**src/hw/sm83_pkg.sv**
```systemverilog
package sm83_pkg;

    localparam int DATA_W = 8;
    localparam int ADDR_W = 16;

    typedef logic [DATA_W-1:0] data_t;
    typedef logic [ADDR_W-1:0] addr_t;

    // 8-bit sources and targets of the data bus, Z..A also index the register array
    typedef enum logic [3:0] {
        NONE, Z, W, B, C, D, E, H, L, A, MEM
    } reg8_t;

    typedef enum logic [1:0] {
        AB_PC, AB_HL, AB_WZ
    } ab_src_t;

    typedef enum logic [1:0] {
        RR_WB_NONE, RR_WB_BC, RR_WB_DE, RR_WB_HL
    } rr_wb_t;

    // Same order as bits [5:3] of the ALU opcodes
    typedef enum logic [2:0] {
        ALU_ADD, ALU_ADC, ALU_SUB, ALU_SBC, ALU_AND, ALU_XOR, ALU_OR, ALU_CP
    } alu_op_t;

    typedef enum logic {
        R_WB_DB, R_WB_ALU
    } r_wb_t;

    typedef struct packed {
        logic f_z;
        logic f_n;
        logic f_h;
        logic f_c;
    } flags_t;

    // Opcode patterns, ? bits are register or operation fields
    localparam data_t OP_NOP      = 8'b0000_0000;
    localparam data_t OP_LD_RR_NN = 8'b00??_0001;
    localparam data_t OP_LD_R_N   = 8'b00??_?110;
    localparam data_t OP_LD_R_R   = 8'b01??_????;  // Includes the (HL) forms
    localparam data_t OP_ALU_A_R  = 8'b10??_????;
    localparam data_t OP_ALU_A_N  = 8'b11??_?110;
    localparam data_t OP_JP_NN    = 8'b1100_0011;

endpackage

```
**src/hw/sm83_alu.sv**
```systemverilog
`timescale 1ns/1ps

module sm83_alu (
    input  sm83_pkg::alu_op_t op,
    input  sm83_pkg::data_t   acc,
    input  sm83_pkg::data_t   arg,
    input  logic              c_in,
    output sm83_pkg::data_t   res,
    output sm83_pkg::flags_t  flags
);
    import sm83_pkg::*;

    logic       sub;
    logic       cy_in;
    logic       half;  // Carry out of the low nibble
    logic       cy_out;
    logic [3:0] lo;
    logic [3:0] hi;
    data_t      arg_x;
    data_t      sum;

    always_comb begin
        sub   = (op == ALU_SUB) || (op == ALU_SBC) || (op == ALU_CP);
        arg_x = sub ? ~arg : arg;
        case (op)
            ALU_ADC:         cy_in = c_in;
            ALU_SBC:         cy_in = ~c_in;  // a + ~b + 1 - c
            ALU_SUB, ALU_CP: cy_in = 1'b1;
            default:         cy_in = 1'b0;
        endcase

        {half, lo}   = {1'b0, acc[3:0]} + {1'b0, arg_x[3:0]} + {4'b0, cy_in};
        {cy_out, hi} = {1'b0, acc[7:4]} + {1'b0, arg_x[7:4]} + {4'b0, half};
        sum          = {hi, lo};

        case (op)
            ALU_AND: res = acc & arg;
            ALU_XOR: res = acc ^ arg;
            ALU_OR:  res = acc | arg;
            ALU_CP:  res = acc;  // Compare only, A written back unchanged
            default: res = sum;
        endcase

        if (op == ALU_AND || op == ALU_XOR || op == ALU_OR)
            flags = '{f_z: (res == 8'h00), f_n: 1'b0, f_h: 1'b0, f_c: 1'b0};
        else
            // H and C are borrows when subtracting
            flags = '{f_z: (sum == 8'h00), f_n: sub, f_h: half ^ sub, f_c: cy_out ^ sub};
    end

endmodule

```
**src/hw/sm83_core.sv**
```systemverilog
`timescale 1ns/1ps

module sm83_core #(
    parameter sm83_pkg::addr_t RESET_PC = 16'h0000
) (
    input  logic            clk,
    input  logic            rst,
    output logic            cyc,
    output logic            stb,
    output logic            we,
    output sm83_pkg::addr_t adr,
    output sm83_pkg::data_t dat_w,
    input  sm83_pkg::data_t dat_r,
    input  logic            ack
);
    import sm83_pkg::*;

    // Sequencer state
    data_t      opcode;
    logic [2:0] step;
    logic       step_end;

    // Control word
    logic    done;
    logic    wr_pc;
    ab_src_t ab_src;
    reg8_t   s_db;
    reg8_t   t_db;
    r_wb_t   r_wb;
    alu_op_t alu_op;
    logic    use_alu_acc;
    rr_wb_t  rr_wb;

    // Datapath
    addr_t  hl;
    addr_t  wz;
    data_t  acc;
    logic   carry;
    data_t  alu_res;
    flags_t alu_flags;

    sm83_sequencer u_seq (
        .clk(clk), .rst(rst),
        .ack(ack), .dat_r(dat_r), .done(done),
        .cyc(cyc), .stb(stb), .step_end(step_end),
        .opcode(opcode), .step(step)
    );

    sm83_decoder u_dec (
        .opcode(opcode), .step(step),
        .done(done), .wr_pc(wr_pc), .we(we),
        .ab_src(ab_src), .s_db(s_db), .t_db(t_db),
        .r_wb(r_wb), .alu_op(alu_op), .use_alu_acc(use_alu_acc),
        .rr_wb(rr_wb)
    );

    sm83_pc_unit #(
        .RESET_PC(RESET_PC)
    ) u_pc (
        .clk(clk), .rst(rst),
        .step_end(step_end), .wr_pc(wr_pc), .ab_src(ab_src),
        .hl(hl), .wz(wz),
        .adr(adr)
    );

    // The data bus byte is also the write data of the Wishbone port
    sm83_regfile u_rf (
        .clk(clk), .rst(rst), .step_end(step_end),
        .s_db(s_db), .t_db(t_db), .r_wb(r_wb),
        .use_alu_acc(use_alu_acc), .rr_wb(rr_wb),
        .dat_r(dat_r), .alu_res(alu_res), .alu_flags(alu_flags),
        .db(dat_w), .acc(acc), .carry(carry),
        .hl(hl), .wz(wz)
    );

    sm83_alu u_alu (
        .op(alu_op), .acc(acc), .arg(dat_w), .c_in(carry),
        .res(alu_res), .flags(alu_flags)
    );

endmodule

```
**src/hw/sm83_decoder.sv**
```systemverilog
`timescale 1ns/1ps

module sm83_decoder (
    input  sm83_pkg::data_t   opcode,
    input  logic [2:0]        step,
    output logic              done,
    output logic              wr_pc,
    output logic              we,
    output sm83_pkg::ab_src_t ab_src,
    output sm83_pkg::reg8_t   s_db,
    output sm83_pkg::reg8_t   t_db,
    output sm83_pkg::r_wb_t   r_wb,
    output sm83_pkg::alu_op_t alu_op,
    output logic              use_alu_acc,
    output sm83_pkg::rr_wb_t  rr_wb
);
    import sm83_pkg::*;

    reg8_t  r_dst;
    reg8_t  r_src;
    logic   src_mem;
    logic   dst_mem;
    rr_wb_t rr_sel;

    function automatic reg8_t r8_field(input logic [2:0] f);
        case (f)
            3'd0:    return B;
            3'd1:    return C;
            3'd2:    return D;
            3'd3:    return E;
            3'd4:    return H;
            3'd5:    return L;
            3'd6:    return MEM;  // (HL)
            default: return A;
        endcase
    endfunction

    assign r_dst   = r8_field(opcode[5:3]);
    assign r_src   = r8_field(opcode[2:0]);
    assign src_mem = (r_src == MEM);
    assign dst_mem = (r_dst == MEM);

    always_comb begin
        case (opcode[5:4])
            2'd0:    rr_sel = RR_WB_BC;
            2'd1:    rr_sel = RR_WB_DE;
            2'd2:    rr_sel = RR_WB_HL;
            default: rr_sel = RR_WB_NONE;  // LD SP,nn falls back to NOP
        endcase
    end

    always_comb begin
        // Fetch row: read the next opcode at PC, PC+1
        done        = 1'b1;
        wr_pc       = 1'b1;
        ab_src      = AB_PC;
        s_db        = NONE;
        t_db        = NONE;
        r_wb        = R_WB_DB;
        use_alu_acc = 1'b0;
        rr_wb       = RR_WB_NONE;
        alu_op      = alu_op_t'(opcode[5:3]);

        casez (opcode)
            OP_LD_RR_NN, OP_JP_NN: begin
                if (opcode == OP_JP_NN || rr_sel != RR_WB_NONE) begin
                    if (step < 3'd2) begin
                        // Low byte into Z, then high byte into W
                        done = 1'b0;
                        s_db = MEM;
                        t_db = (step == 3'd0) ? Z : W;
                    end else if (opcode == OP_JP_NN) begin
                        ab_src = AB_WZ;  // Next opcode comes from nn
                    end else begin
                        rr_wb = rr_sel;
                    end
                end
            end
            OP_LD_R_N: begin
                if (!dst_mem) begin
                    if (step == 3'd0) begin
                        done = 1'b0;
                        s_db = MEM;
                        t_db = Z;
                    end else begin
                        s_db = Z;
                        t_db = r_dst;
                    end
                end
            end
            OP_LD_R_R: begin
                if (!(src_mem && dst_mem)) begin  // 0x76 is HALT, runs as NOP
                    if (step == 3'd0 && (src_mem || dst_mem)) begin
                        done   = 1'b0;
                        wr_pc  = 1'b0;
                        ab_src = AB_HL;
                        s_db   = r_src;  // MEM on a load, the register on a store
                        t_db   = src_mem ? Z : MEM;
                    end else if (!dst_mem) begin
                        s_db = src_mem ? Z : r_src;
                        t_db = r_dst;
                    end
                end
            end
            OP_ALU_A_R, OP_ALU_A_N: begin
                if (step == 3'd0 && src_mem) begin
                    done = 1'b0;
                    s_db = MEM;
                    t_db = Z;
                    if (!opcode[6]) begin  // (HL) operand, immediate reads at PC
                        wr_pc  = 1'b0;
                        ab_src = AB_HL;
                    end
                end else begin
                    s_db        = src_mem ? Z : r_src;
                    t_db        = A;
                    r_wb        = R_WB_ALU;
                    use_alu_acc = 1'b1;
                end
            end
            default: done = 1'b1;  // Everything else runs as NOP
        endcase
    end

    assign we = (t_db == MEM);

endmodule

```
**src/hw/sm83_pc_unit.sv**
```systemverilog
`timescale 1ns/1ps

module sm83_pc_unit #(
    parameter sm83_pkg::addr_t RESET_PC = 16'h0000
) (
    input  logic              clk,
    input  logic              rst,
    input  logic              step_end,
    input  logic              wr_pc,
    input  sm83_pkg::ab_src_t ab_src,
    input  sm83_pkg::addr_t   hl,
    input  sm83_pkg::addr_t   wz,
    output sm83_pkg::addr_t   adr
);
    import sm83_pkg::*;

    addr_t pc;
    addr_t adr_inc;  // Increment unit, always works on the bus address

    always_comb begin
        case (ab_src)
            AB_HL:   adr = hl;
            AB_WZ:   adr = wz;
            default: adr = pc;
        endcase
    end

    assign adr_inc = adr + addr_t'(1);

    always_ff @(posedge clk or negedge rst) begin
        if (!rst)
            pc <= RESET_PC;
        else if (step_end && wr_pc)
            pc <= adr_inc;  // WZ+1 here completes a jump
    end

endmodule

```
**src/hw/sm83_regfile.sv**
```systemverilog
`timescale 1ns/1ps

module sm83_regfile (
    input  logic             clk,
    input  logic             rst,
    input  logic             step_end,
    input  sm83_pkg::reg8_t  s_db,
    input  sm83_pkg::reg8_t  t_db,
    input  sm83_pkg::r_wb_t  r_wb,
    input  logic             use_alu_acc,
    input  sm83_pkg::rr_wb_t rr_wb,
    input  sm83_pkg::data_t  dat_r,
    input  sm83_pkg::data_t  alu_res,
    input  sm83_pkg::flags_t alu_flags,
    output sm83_pkg::data_t  db,
    output sm83_pkg::data_t  acc,
    output logic             carry,
    output sm83_pkg::addr_t  hl,
    output sm83_pkg::addr_t  wz
);
    import sm83_pkg::*;

    data_t  rf [Z:A];  // Z, W, B, C, D, E, H, L, A
    flags_t flags;
    data_t  wb;

    // Data bus source
    always_comb begin
        case (s_db)
            NONE:    db = '0;
            MEM:     db = dat_r;
            default: db = rf[s_db];
        endcase
    end

    assign wb    = (r_wb == R_WB_ALU) ? alu_res : db;
    assign acc   = rf[A];
    assign carry = flags.f_c;
    assign hl    = {rf[H], rf[L]};
    assign wz    = {rf[W], rf[Z]};

    always_ff @(posedge clk or negedge rst) begin
        if (!rst) begin
            rf    <= '{default: '0};
            flags <= '0;
        end else if (step_end) begin
            if (t_db != NONE && t_db != MEM)
                rf[t_db] <= wb;
            if (use_alu_acc)
                flags <= alu_flags;  // Flags change only on ALU instructions
            // LD rr,nn copies the gathered immediate
            if (rr_wb == RR_WB_BC)
                {rf[B], rf[C]} <= wz;
            else if (rr_wb == RR_WB_DE)
                {rf[D], rf[E]} <= wz;
            else if (rr_wb == RR_WB_HL)
                {rf[H], rf[L]} <= wz;
        end
    end

endmodule

```
**src/hw/sm83_sequencer.sv**
```systemverilog
`timescale 1ns/1ps

module sm83_sequencer (
    input  logic            clk,
    input  logic            rst,
    input  logic            ack,
    input  sm83_pkg::data_t dat_r,
    input  logic            done,
    output logic            cyc,
    output logic            stb,
    output logic            step_end,
    output sm83_pkg::data_t opcode,
    output logic [2:0]      step
);
    import sm83_pkg::*;

    logic running;  // Set on the first edge after reset, then stays set

    // One Wishbone cycle per step, so cyc and stb stay up between steps
    assign cyc      = running;
    assign stb      = running;
    assign step_end = running & ack;

    always_ff @(posedge clk or negedge rst) begin
        if (!rst) begin
            running <= 1'b0;
            opcode  <= OP_NOP;  // First step is then a plain fetch
            step    <= 3'd0;
        end else begin
            running <= 1'b1;
            if (step_end) begin
                if (done) begin
                    // Last step read the next opcode
                    opcode <= dat_r;
                    step   <= 3'd0;
                end else begin
                    step <= step + 3'd1;
                end
            end
        end
    end

endmodule

```
**config.mk**
```make
export PLATFORM = sky130hd
export DESIGN_NAME = sm83_core
export DESIGN_NICKNAME = d
export VERILOG_FILES = /design/src/hw/sm83_pkg.sv /design/src/hw/sm83_alu.sv /design/src/hw/sm83_core.sv /design/src/hw/sm83_decoder.sv /design/src/hw/sm83_pc_unit.sv /design/src/hw/sm83_regfile.sv /design/src/hw/sm83_sequencer.sv
export SDC_FILE = /design/constraint.sdc
export NUM_CORES = 1
export LEC_CHECK = 0
export ABC_AREA = 1
export BUFFER_PORTS_ARGS = -buffer_cell sky130_fd_sc_hd__clkbuf_2
export CAP_MARGIN = 0
export CORE_ASPECT_RATIO = 0.8
export CORE_MARGIN = 10
export CORE_UTILIZATION = 65
export CTS_CLUSTER_SIZE = 8
export DETAILED_ROUTE_END_ITERATION = 10
export PLACE_DENSITY = 0.84
export SYNTH_ARGS = -nofsm -noshare
export SYNTH_HDL_FRONTEND = slang
export SYNTH_SLANG_ARGS = --single-unit
```
**constraint.sdc**
```tcl
create_clock -name clk -period 8.81 [get_ports clk]
set_input_delay 0.881 -clock clk [delete_from_list [all_inputs] [get_ports clk]]
set_output_delay 0.881 -clock clk [all_outputs]
set_load 0.01 [all_outputs]
```
; Yosys cells after proc, flatten, opt, wreduce, memory -nomap -nowiden
; Cells that the tools add are included.
[totals]
latchBits = 0
memories = 0
mem_bits_ro = 0
inputBits = 11
elab_cells = 159
reg_bits = 101
ramBits = 0
[op_classes]
multipliers = 0
bitwise_logic = 9
reduce_logical = 27
magnitude_cmp = 4
n_mux = 68
add_sub_neg = 6
eq_ne = 31
shift = 0
div = 0
[op_table]
columns = op, count
row1 = $bwmux 72, 1
row2 = $mux 4, 18
row3 = $mux 16, 4
row4 = $mux 56, 1
row5 = $pmux 4 s7, 2
row6 = $mux 8, 5
row7 = $bmux 8 s4, 1
row8 = $demux 8 s4, 1
row9 = $mux 32, 1
row10 = $pmux 16 s2, 1
row11 = $pmux 4 s4, 2
row12 = $pmux 8 s4, 1
row13 = $eq 3x3->1 const B, 7
row14 = $mux 2, 10
row15 = $add 16x1->16 const B, 1
row16 = $eq 4x4->1 const B, 4
row17 = $pmux 8 s2, 1
row18 = $mux 1, 13
row19 = $eq 3x2->1 const B, 4
row20 = $pmux 2 s3, 2
row21 = $add 4x4->5, 2
row22 = $add 5x1->5, 2
row23 = $eq 2x2->1 const B, 5
row24 = $ge 5x5->1 const B, 2
row25 = 31 further kinds, 54

; Logic depth before layout (Yosys ltp)
[depth]
depth_word = 25
depth_mapped = 33

; Hierarchy
; Synthesis repeated with hierarchy kept, for this count alone.
[hier_totals]
hier_cells = 1401
area_unflattened_um2 = 9090.0
[modules_own_cells]
columns = mod, area_per_inst_um2, n_inst, seq_area_each_um2, cells_each
row1 = sm83_regfile, 5298.8, 1, 1826.8, 798
row2 = sm83_pc_unit, 1502.7, 1, 400.4, 238
row3 = sm83_alu, 1154.9, 1, 0.0, 186
row4 = sm83_decoder, 614.3, 1, 0.0, 123
row5 = sm83_sequencer, 519.2, 1, 300.3, 56

; Worst setup path before layout
; No wires, ideal clock.
[synth_timing]
path_kind = flip-flop to flip-flop
start = reg u_seq.opcode[5]
end = reg u_rf.rf[38] (netlist bit)
arrival_time_ps = 4617
path_buffers = 2
synth_period_minus_slack_ps = 4734
stages_incl_launch_ff = 31
required_time_ps = 8693
setup_ps = 117
setup_slack_ps = 4076
cell_sequence = dfrtp_1 -> buf_2 -> inv_1 -> ha_1 -> nand2_1 -> nor2_1 -> nand3_1 -> nand2_2 -> nand2_2 -> nand3_1 -> nor2_2 -> buf_4 -> nand3_1 -> nand3_1 -> nand3_1 -> nand3_2 -> xor2_1 -> fa_1 -> inv_1 -> fa_1 -> nor2_1 -> a211oi_1 -> fa_1 -> fa_1 -> xnor2_1 -> o21ai_0 -> nand2_4 -> nand2_1 -> nand2_1 -> nand2_1 -> nand2_1
[synth_between]
elab_chain_cells = 24
word_cells_on_any_way = 75
cone_classes = add/sub: 4 / order compare: 2 / eq/ne: 15 / mux: 33 / bitwise: 6 / reduce/logical: 15
[synth_lines]
columns = element, line
row1 = start: declaration, sm83_sequencer.sv:12  ; output sm83_pkg::data_t opcode,
row2 = start signal: assignment, sm83_sequencer.sv:34  ; opcode <= dat_r;
row3 = "$eq 3x3->1, or another cell as far along", sm83_decoder.sv:26  ; case (f)
row4 = $pmux 4 s7, sm83_decoder.sv:26
row5 = $eq 4x4->1, sm83_decoder.sv:41  ; assign dst_mem = (r_dst == MEM);
row6 = $logic_or 1x1->1, sm83_decoder.sv:93  ; if (step == 3'd0 && (src_mem || dst_mem)) begin
row7 = $logic_and 1x1->1, sm83_decoder.sv:93
row8 = $mux 4, sm83_decoder.sv:93
row9 = $mux 4, sm83_decoder.sv:92  ; if (!(src_mem && dst_mem)) begin
row10 = $pmux 4 s4 *, sm83_decoder.sv:64  ; casez (opcode)
row11 = (+5 left out), n/a
row12 = net dat_w[0], sm83_core.sv:12  ; output sm83_pkg::data_t dat_w,
row13 = (+3 left out), n/a
row14 = $add 5x1->5 *, sm83_alu.sv:32  ; {half, lo} = {1'b0, acc[3:0]} + {1'b0, arg_x[3:0]} + {4'b0, cy_in};
row15 = $add 5x1->5 *, sm83_alu.sv:33  ; {cy_out, hi} = {1'b0, acc[7:4]} + {1'b0, arg_x[7:4]} + {4'b0, half};
row16 = $pmux 8 s4 *, sm83_alu.sv:36  ; case (op)
row17 = $mux 8 *, sm83_regfile.sv:36  ; assign wb = (r_wb == R_WB_ALU) ? alu_res : db;
row18 = $bwmux 72 *, sm83_regfile.sv:48  ; rf[t_db] <= wb;
row19 = $mux 56 *, sm83_regfile.sv:47  ; if (t_db != NONE && t_db != MEM)
row20 = $mux 16, sm83_regfile.sv:54  ; else if (rr_wb == RR_WB_DE)
row21 = $mux 32 *, sm83_regfile.sv:52  ; if (rr_wb == RR_WB_BC)
row22 = end signal: indexed assignment, sm83_regfile.sv:48
row23 = end signal: indexed assignment, sm83_regfile.sv:53  ; {rf[B], rf[C]} <= wz;
row24 = end signal: indexed assignment, sm83_regfile.sv:55  ; {rf[D], rf[E]} <= wz;
row25 = end: declaration, sm83_regfile.sv:23  ; data_t rf [Z:A];
; The timed path passes the listed nets; every way through them passes the cells marked *. The select of a mux whose other input is x is not followed.
; A chain may end at the register's enable or synchronous reset.

; Final worst setup path
[layout_timing]
start = reg u_seq.opcode[5]
end = reg u_rf.rf, in the netlist u_rf.hl[6]
[layout_between]
elab_chain_cells = 25
word_cells_on_any_way = 77
cone_classes = add/sub: 4 / order compare: 2 / eq/ne: 16 / mux: 34 / bitwise: 6 / reduce/logical: 15
[layout_lines]
columns = element, line
row1 = "$eq 3x3->1, or another cell as far along", "sm83_alu.sv:36, sm83_decoder.sv:26"
row2 = $pmux 4 s7, sm83_decoder.sv:26
row3 = $eq 4x4->1, sm83_decoder.sv:41
row4 = $logic_or 1x1->1, sm83_decoder.sv:93
row5 = $logic_and 1x1->1, sm83_decoder.sv:93
row6 = $mux 4, sm83_decoder.sv:93
row7 = $mux 4, sm83_decoder.sv:92
row8 = $pmux 4 s4, sm83_decoder.sv:64
row9 = (+9 left out), n/a
row10 = $add 5x1->5, sm83_alu.sv:33
row11 = $pmux 8 s4, sm83_alu.sv:36
row12 = $mux 8, sm83_regfile.sv:36
row13 = $bwmux 72, sm83_regfile.sv:48
row14 = $mux 56, sm83_regfile.sv:47
row15 = $mux 16, sm83_regfile.sv:56  ; else if (rr_wb == RR_WB_HL)
row16 = $mux 16, sm83_regfile.sv:54
row17 = $mux 32 *, sm83_regfile.sv:52
; Every way passes the cells marked *; elsewhere a longest branch is shown, timed or not. The select of a mux whose other input is x is not followed.

==> results.cfg <==
[clocking]
cts_made_buffers = 9
root_buffer = clkbuf_16
cts_buffer_depth = 2
ctsHoldBuffers = 0
clk_pin_slew_ns = 0.08
postCtsResizedCells = 0
clk_latency_ns = 0.37
htree_levels = 3
post_cts_buffers = 0
cts_tree = built
clkSinkCount = 101

[timing]
rsz0062_at_grt = false
clock.fmax_mhz = 182
hold_viol = 0
fin_crit_sh_pct = 62.4
skew_ns = 0.0123
fin_tns_setup_ns = 0
post-route-min-period_ns = 5.50
worst_pin_slew_ns = 0.909
finalMaxSlewViolations = 0
setup_viol = 0
slew_headroom_pct = 39.4

[setup_path]
slowest_stage = nor2_2
required_ns = 9.07
crit_start = u_seq.opcode[5]$_DFFE_PN0P_
max_stage_delay_ns = 0.59
path_max_fanout = 17
worst-setup-path-type = reg -> reg
end_kind = register
critPathArrivalTime_ns = 5.75
rrSetupSlack_ns = 3.31
rr_startpoint = u_seq.opcode[5]$_DFFE_PN0P_
startpoint_type = register

[floorplanning]
die_x_um = 145
die-area_sq_um = 17400
die_y_um = 120
ios = 38
row_count = 36
core-area_sq_um = 12200
start_util_pct = 66.4

[layout]
fillers = 1003
drive_gt1_share_pct = 10.1
area_delta_synth_final_pct = 6.37
finish.net_count = 1266
fin_cells = 1395
fin_util_pct = 70.7
final_area_sq_um = 8620
diodes = 0

[synthesis]
yosys.area.top_type = dfrtp_1
syn_area_sq_um = 8110
synth_area_leaders = dfrtp_1 (31%), nand2_1 (15%), inv_1 (7.2%)
synth_top_cell_area_share_pct = 31.2
synthCells = 1208
syn_avg_cell_area_sq_um = 6.71
ys.flop_type = dfrtp_1
async_reset_ff_share_pct = 100
synth_edf_count = 0
synth_nets = 1255
synth_seq_cells = 101
netlist-cell-type-count = 49
ys_warn_count = 0
ys_seq_area_share_pct = 31.2

[grt]
antenna_found_initial = 0
grt_first_pass_wirelength_um = 39500
grt_usage_pct = 28.5
overflow = 0
grt_pass1_vias = 7440
grt_start_max_net_pins = 70

[route]
drt_first_pass_iters = 6
drtAntennaViolNets = 0
vias_per_cell = 5.94
remaining_drc_errors = 0
drt_iter0_drc = 1107
postRouteWirelength_um = 24600
wl_per_cell_um = 17.6
dr_total_vias = 8285

[worst_hold_path]
hold_path.class = in -> async

[placement]
port_buffers = 37
place_hpwl_um = 17800
dp.cells = 1379
finalWeightedCongestion = 1.02
dpl_cell_area_sq_um = 8330

[flow_run]
max-cap-violations = 0

[status]
status = completed
[layer usage]
layer  up-vias  GRT usage [%]  share of wire (%)
met5         -              0                  0
met4         0           7.82                2.8
met3        63           7.33                 12
met2       463           40.9                 42
met1      3825           41.2                 43
li1       3934              -                  -
[per-stage QoR]
step / setup slack [ns] / hold WS (ns)
floorplan: 4.08 / 0.437
global placement: 3.60 / 0.453
detailed placement: 3.44 / 0.456
CTS: 3.42 / 0.460
global route: 2.87 / 0.477
finish: 3.31 / 0.441
[final cells by class]
class / count / area [sq um] / area share [%]
inverter: 165 / 619 / 7.18
clock inverter: 6 / 61.3 / 0.711
sequential: 101 / 2530 / 29.3
clock buffer: 10 / 229 / 2.65
timing repair buffer: 42 / 225 / 2.61
tap: 171 / 214 / 2.48
multi-input combinational: 900 / 4750 / 55.1
[cell usage after synthesis (5+ instances only)]
master and number:
a21oi_1 109, a221oi_1 7, buf_2 7, buf_4 7
clkbuf_1 24, dfrtp_1 101, ha_1 32, inv_1 155
inv_2 7, nand2_1 333, nand2_2 17, nand2_4 10
nand3_1 104, nand3_2 10, nand3b_1 8, nor2_1 83
nor2_2 7, nor3_1 7, o21ai_0 81, o21ai_1 7
o221ai_1 5, o22ai_1 13, xor2_1 18
[sequential cells by signal, indices dropped and copies added, names as in the netlist]
signal,cells
u_rf.rf,32
u_rf.wz,16
u_seq.cyc,1
u_rf.hl,16
u_rf.acc,8
u_seq.opcode,8
u_pc.pc,16
u_seq.step,3
u_rf.carry,1
[worst paths after layout]
kind / to / cells after the start
max in group asynchronous: u_seq.opcode[2]$_DFFE_PN0P_ / 2
max reg2reg: u_rf.hl[6]$_DFFE_PN0P_ / 28
min in group clk: u_pc.pc[1]$_DFFE_PN0P_ / 2
min: u_rf.acc[5]$_DFFE_PN0P_ / 1
min reg2reg: u_pc.pc[1]$_DFFE_PN0P_ / 2
max: u_rf.hl[6]$_DFFE_PN0P_ / 28
[critical path, delay by kind of cell, from the launching register on]
family                   cells  cell delay [ns]
XOR/XNOR                     2             0.35
flip-flops                   1             0.56
buffers and inverters        2             0.24
AND/OR/NAND/NOR             17             2.17
adder cells (fa/ha/maj)      5             1.68
AO/OA/AOI/OAI                2             0.35
[layout by cell type, fill, tap and decap left out, types with 3 or more instances in the layout]
cell type,instances
a221oi_1,7
buf_4,6
nand2_2,17
o221ai_1,5
nor3_1,7
nor4_1,4
nor3_4,3
clkbuf_2,36
a21oi_1,109
nand3_1,104
nand2_4,10
clkinv_2,3
fa_1,4
o21ai_0,81
nand3_2,10
nand3b_1,8
xor2_1,18
inv_1,155
o22ai_1,13
clkbuf_16,9
o21ai_1,7
nor2_1,82
nor2_2,8
xnor2_1,4
dfrtp_1,101
o211ai_1,4
ha_1,32
a31oi_1,4
clkinv_1,3
nand2_1,333
inv_2,7
nor2_4,4
[kinds of logic (layout without fill, tap and decap cells)]
kind of cell,after synthesis,in the layout,share of synthesized area [%]
DFF,101,101,31.2
xor gates and xnor gates,22,22,2.38
buffers and inverters,207,223,10.3
other,1,1,0.0463
adders and majority gates,36,36,5.93
AOI/OAI and AO/OA,244,244,16.6
and+or+nand+nor,597,597,33.6
Power is not shown: default switching activity piles up to over one toggle a cycle in this logic, so the estimate is an artifact.
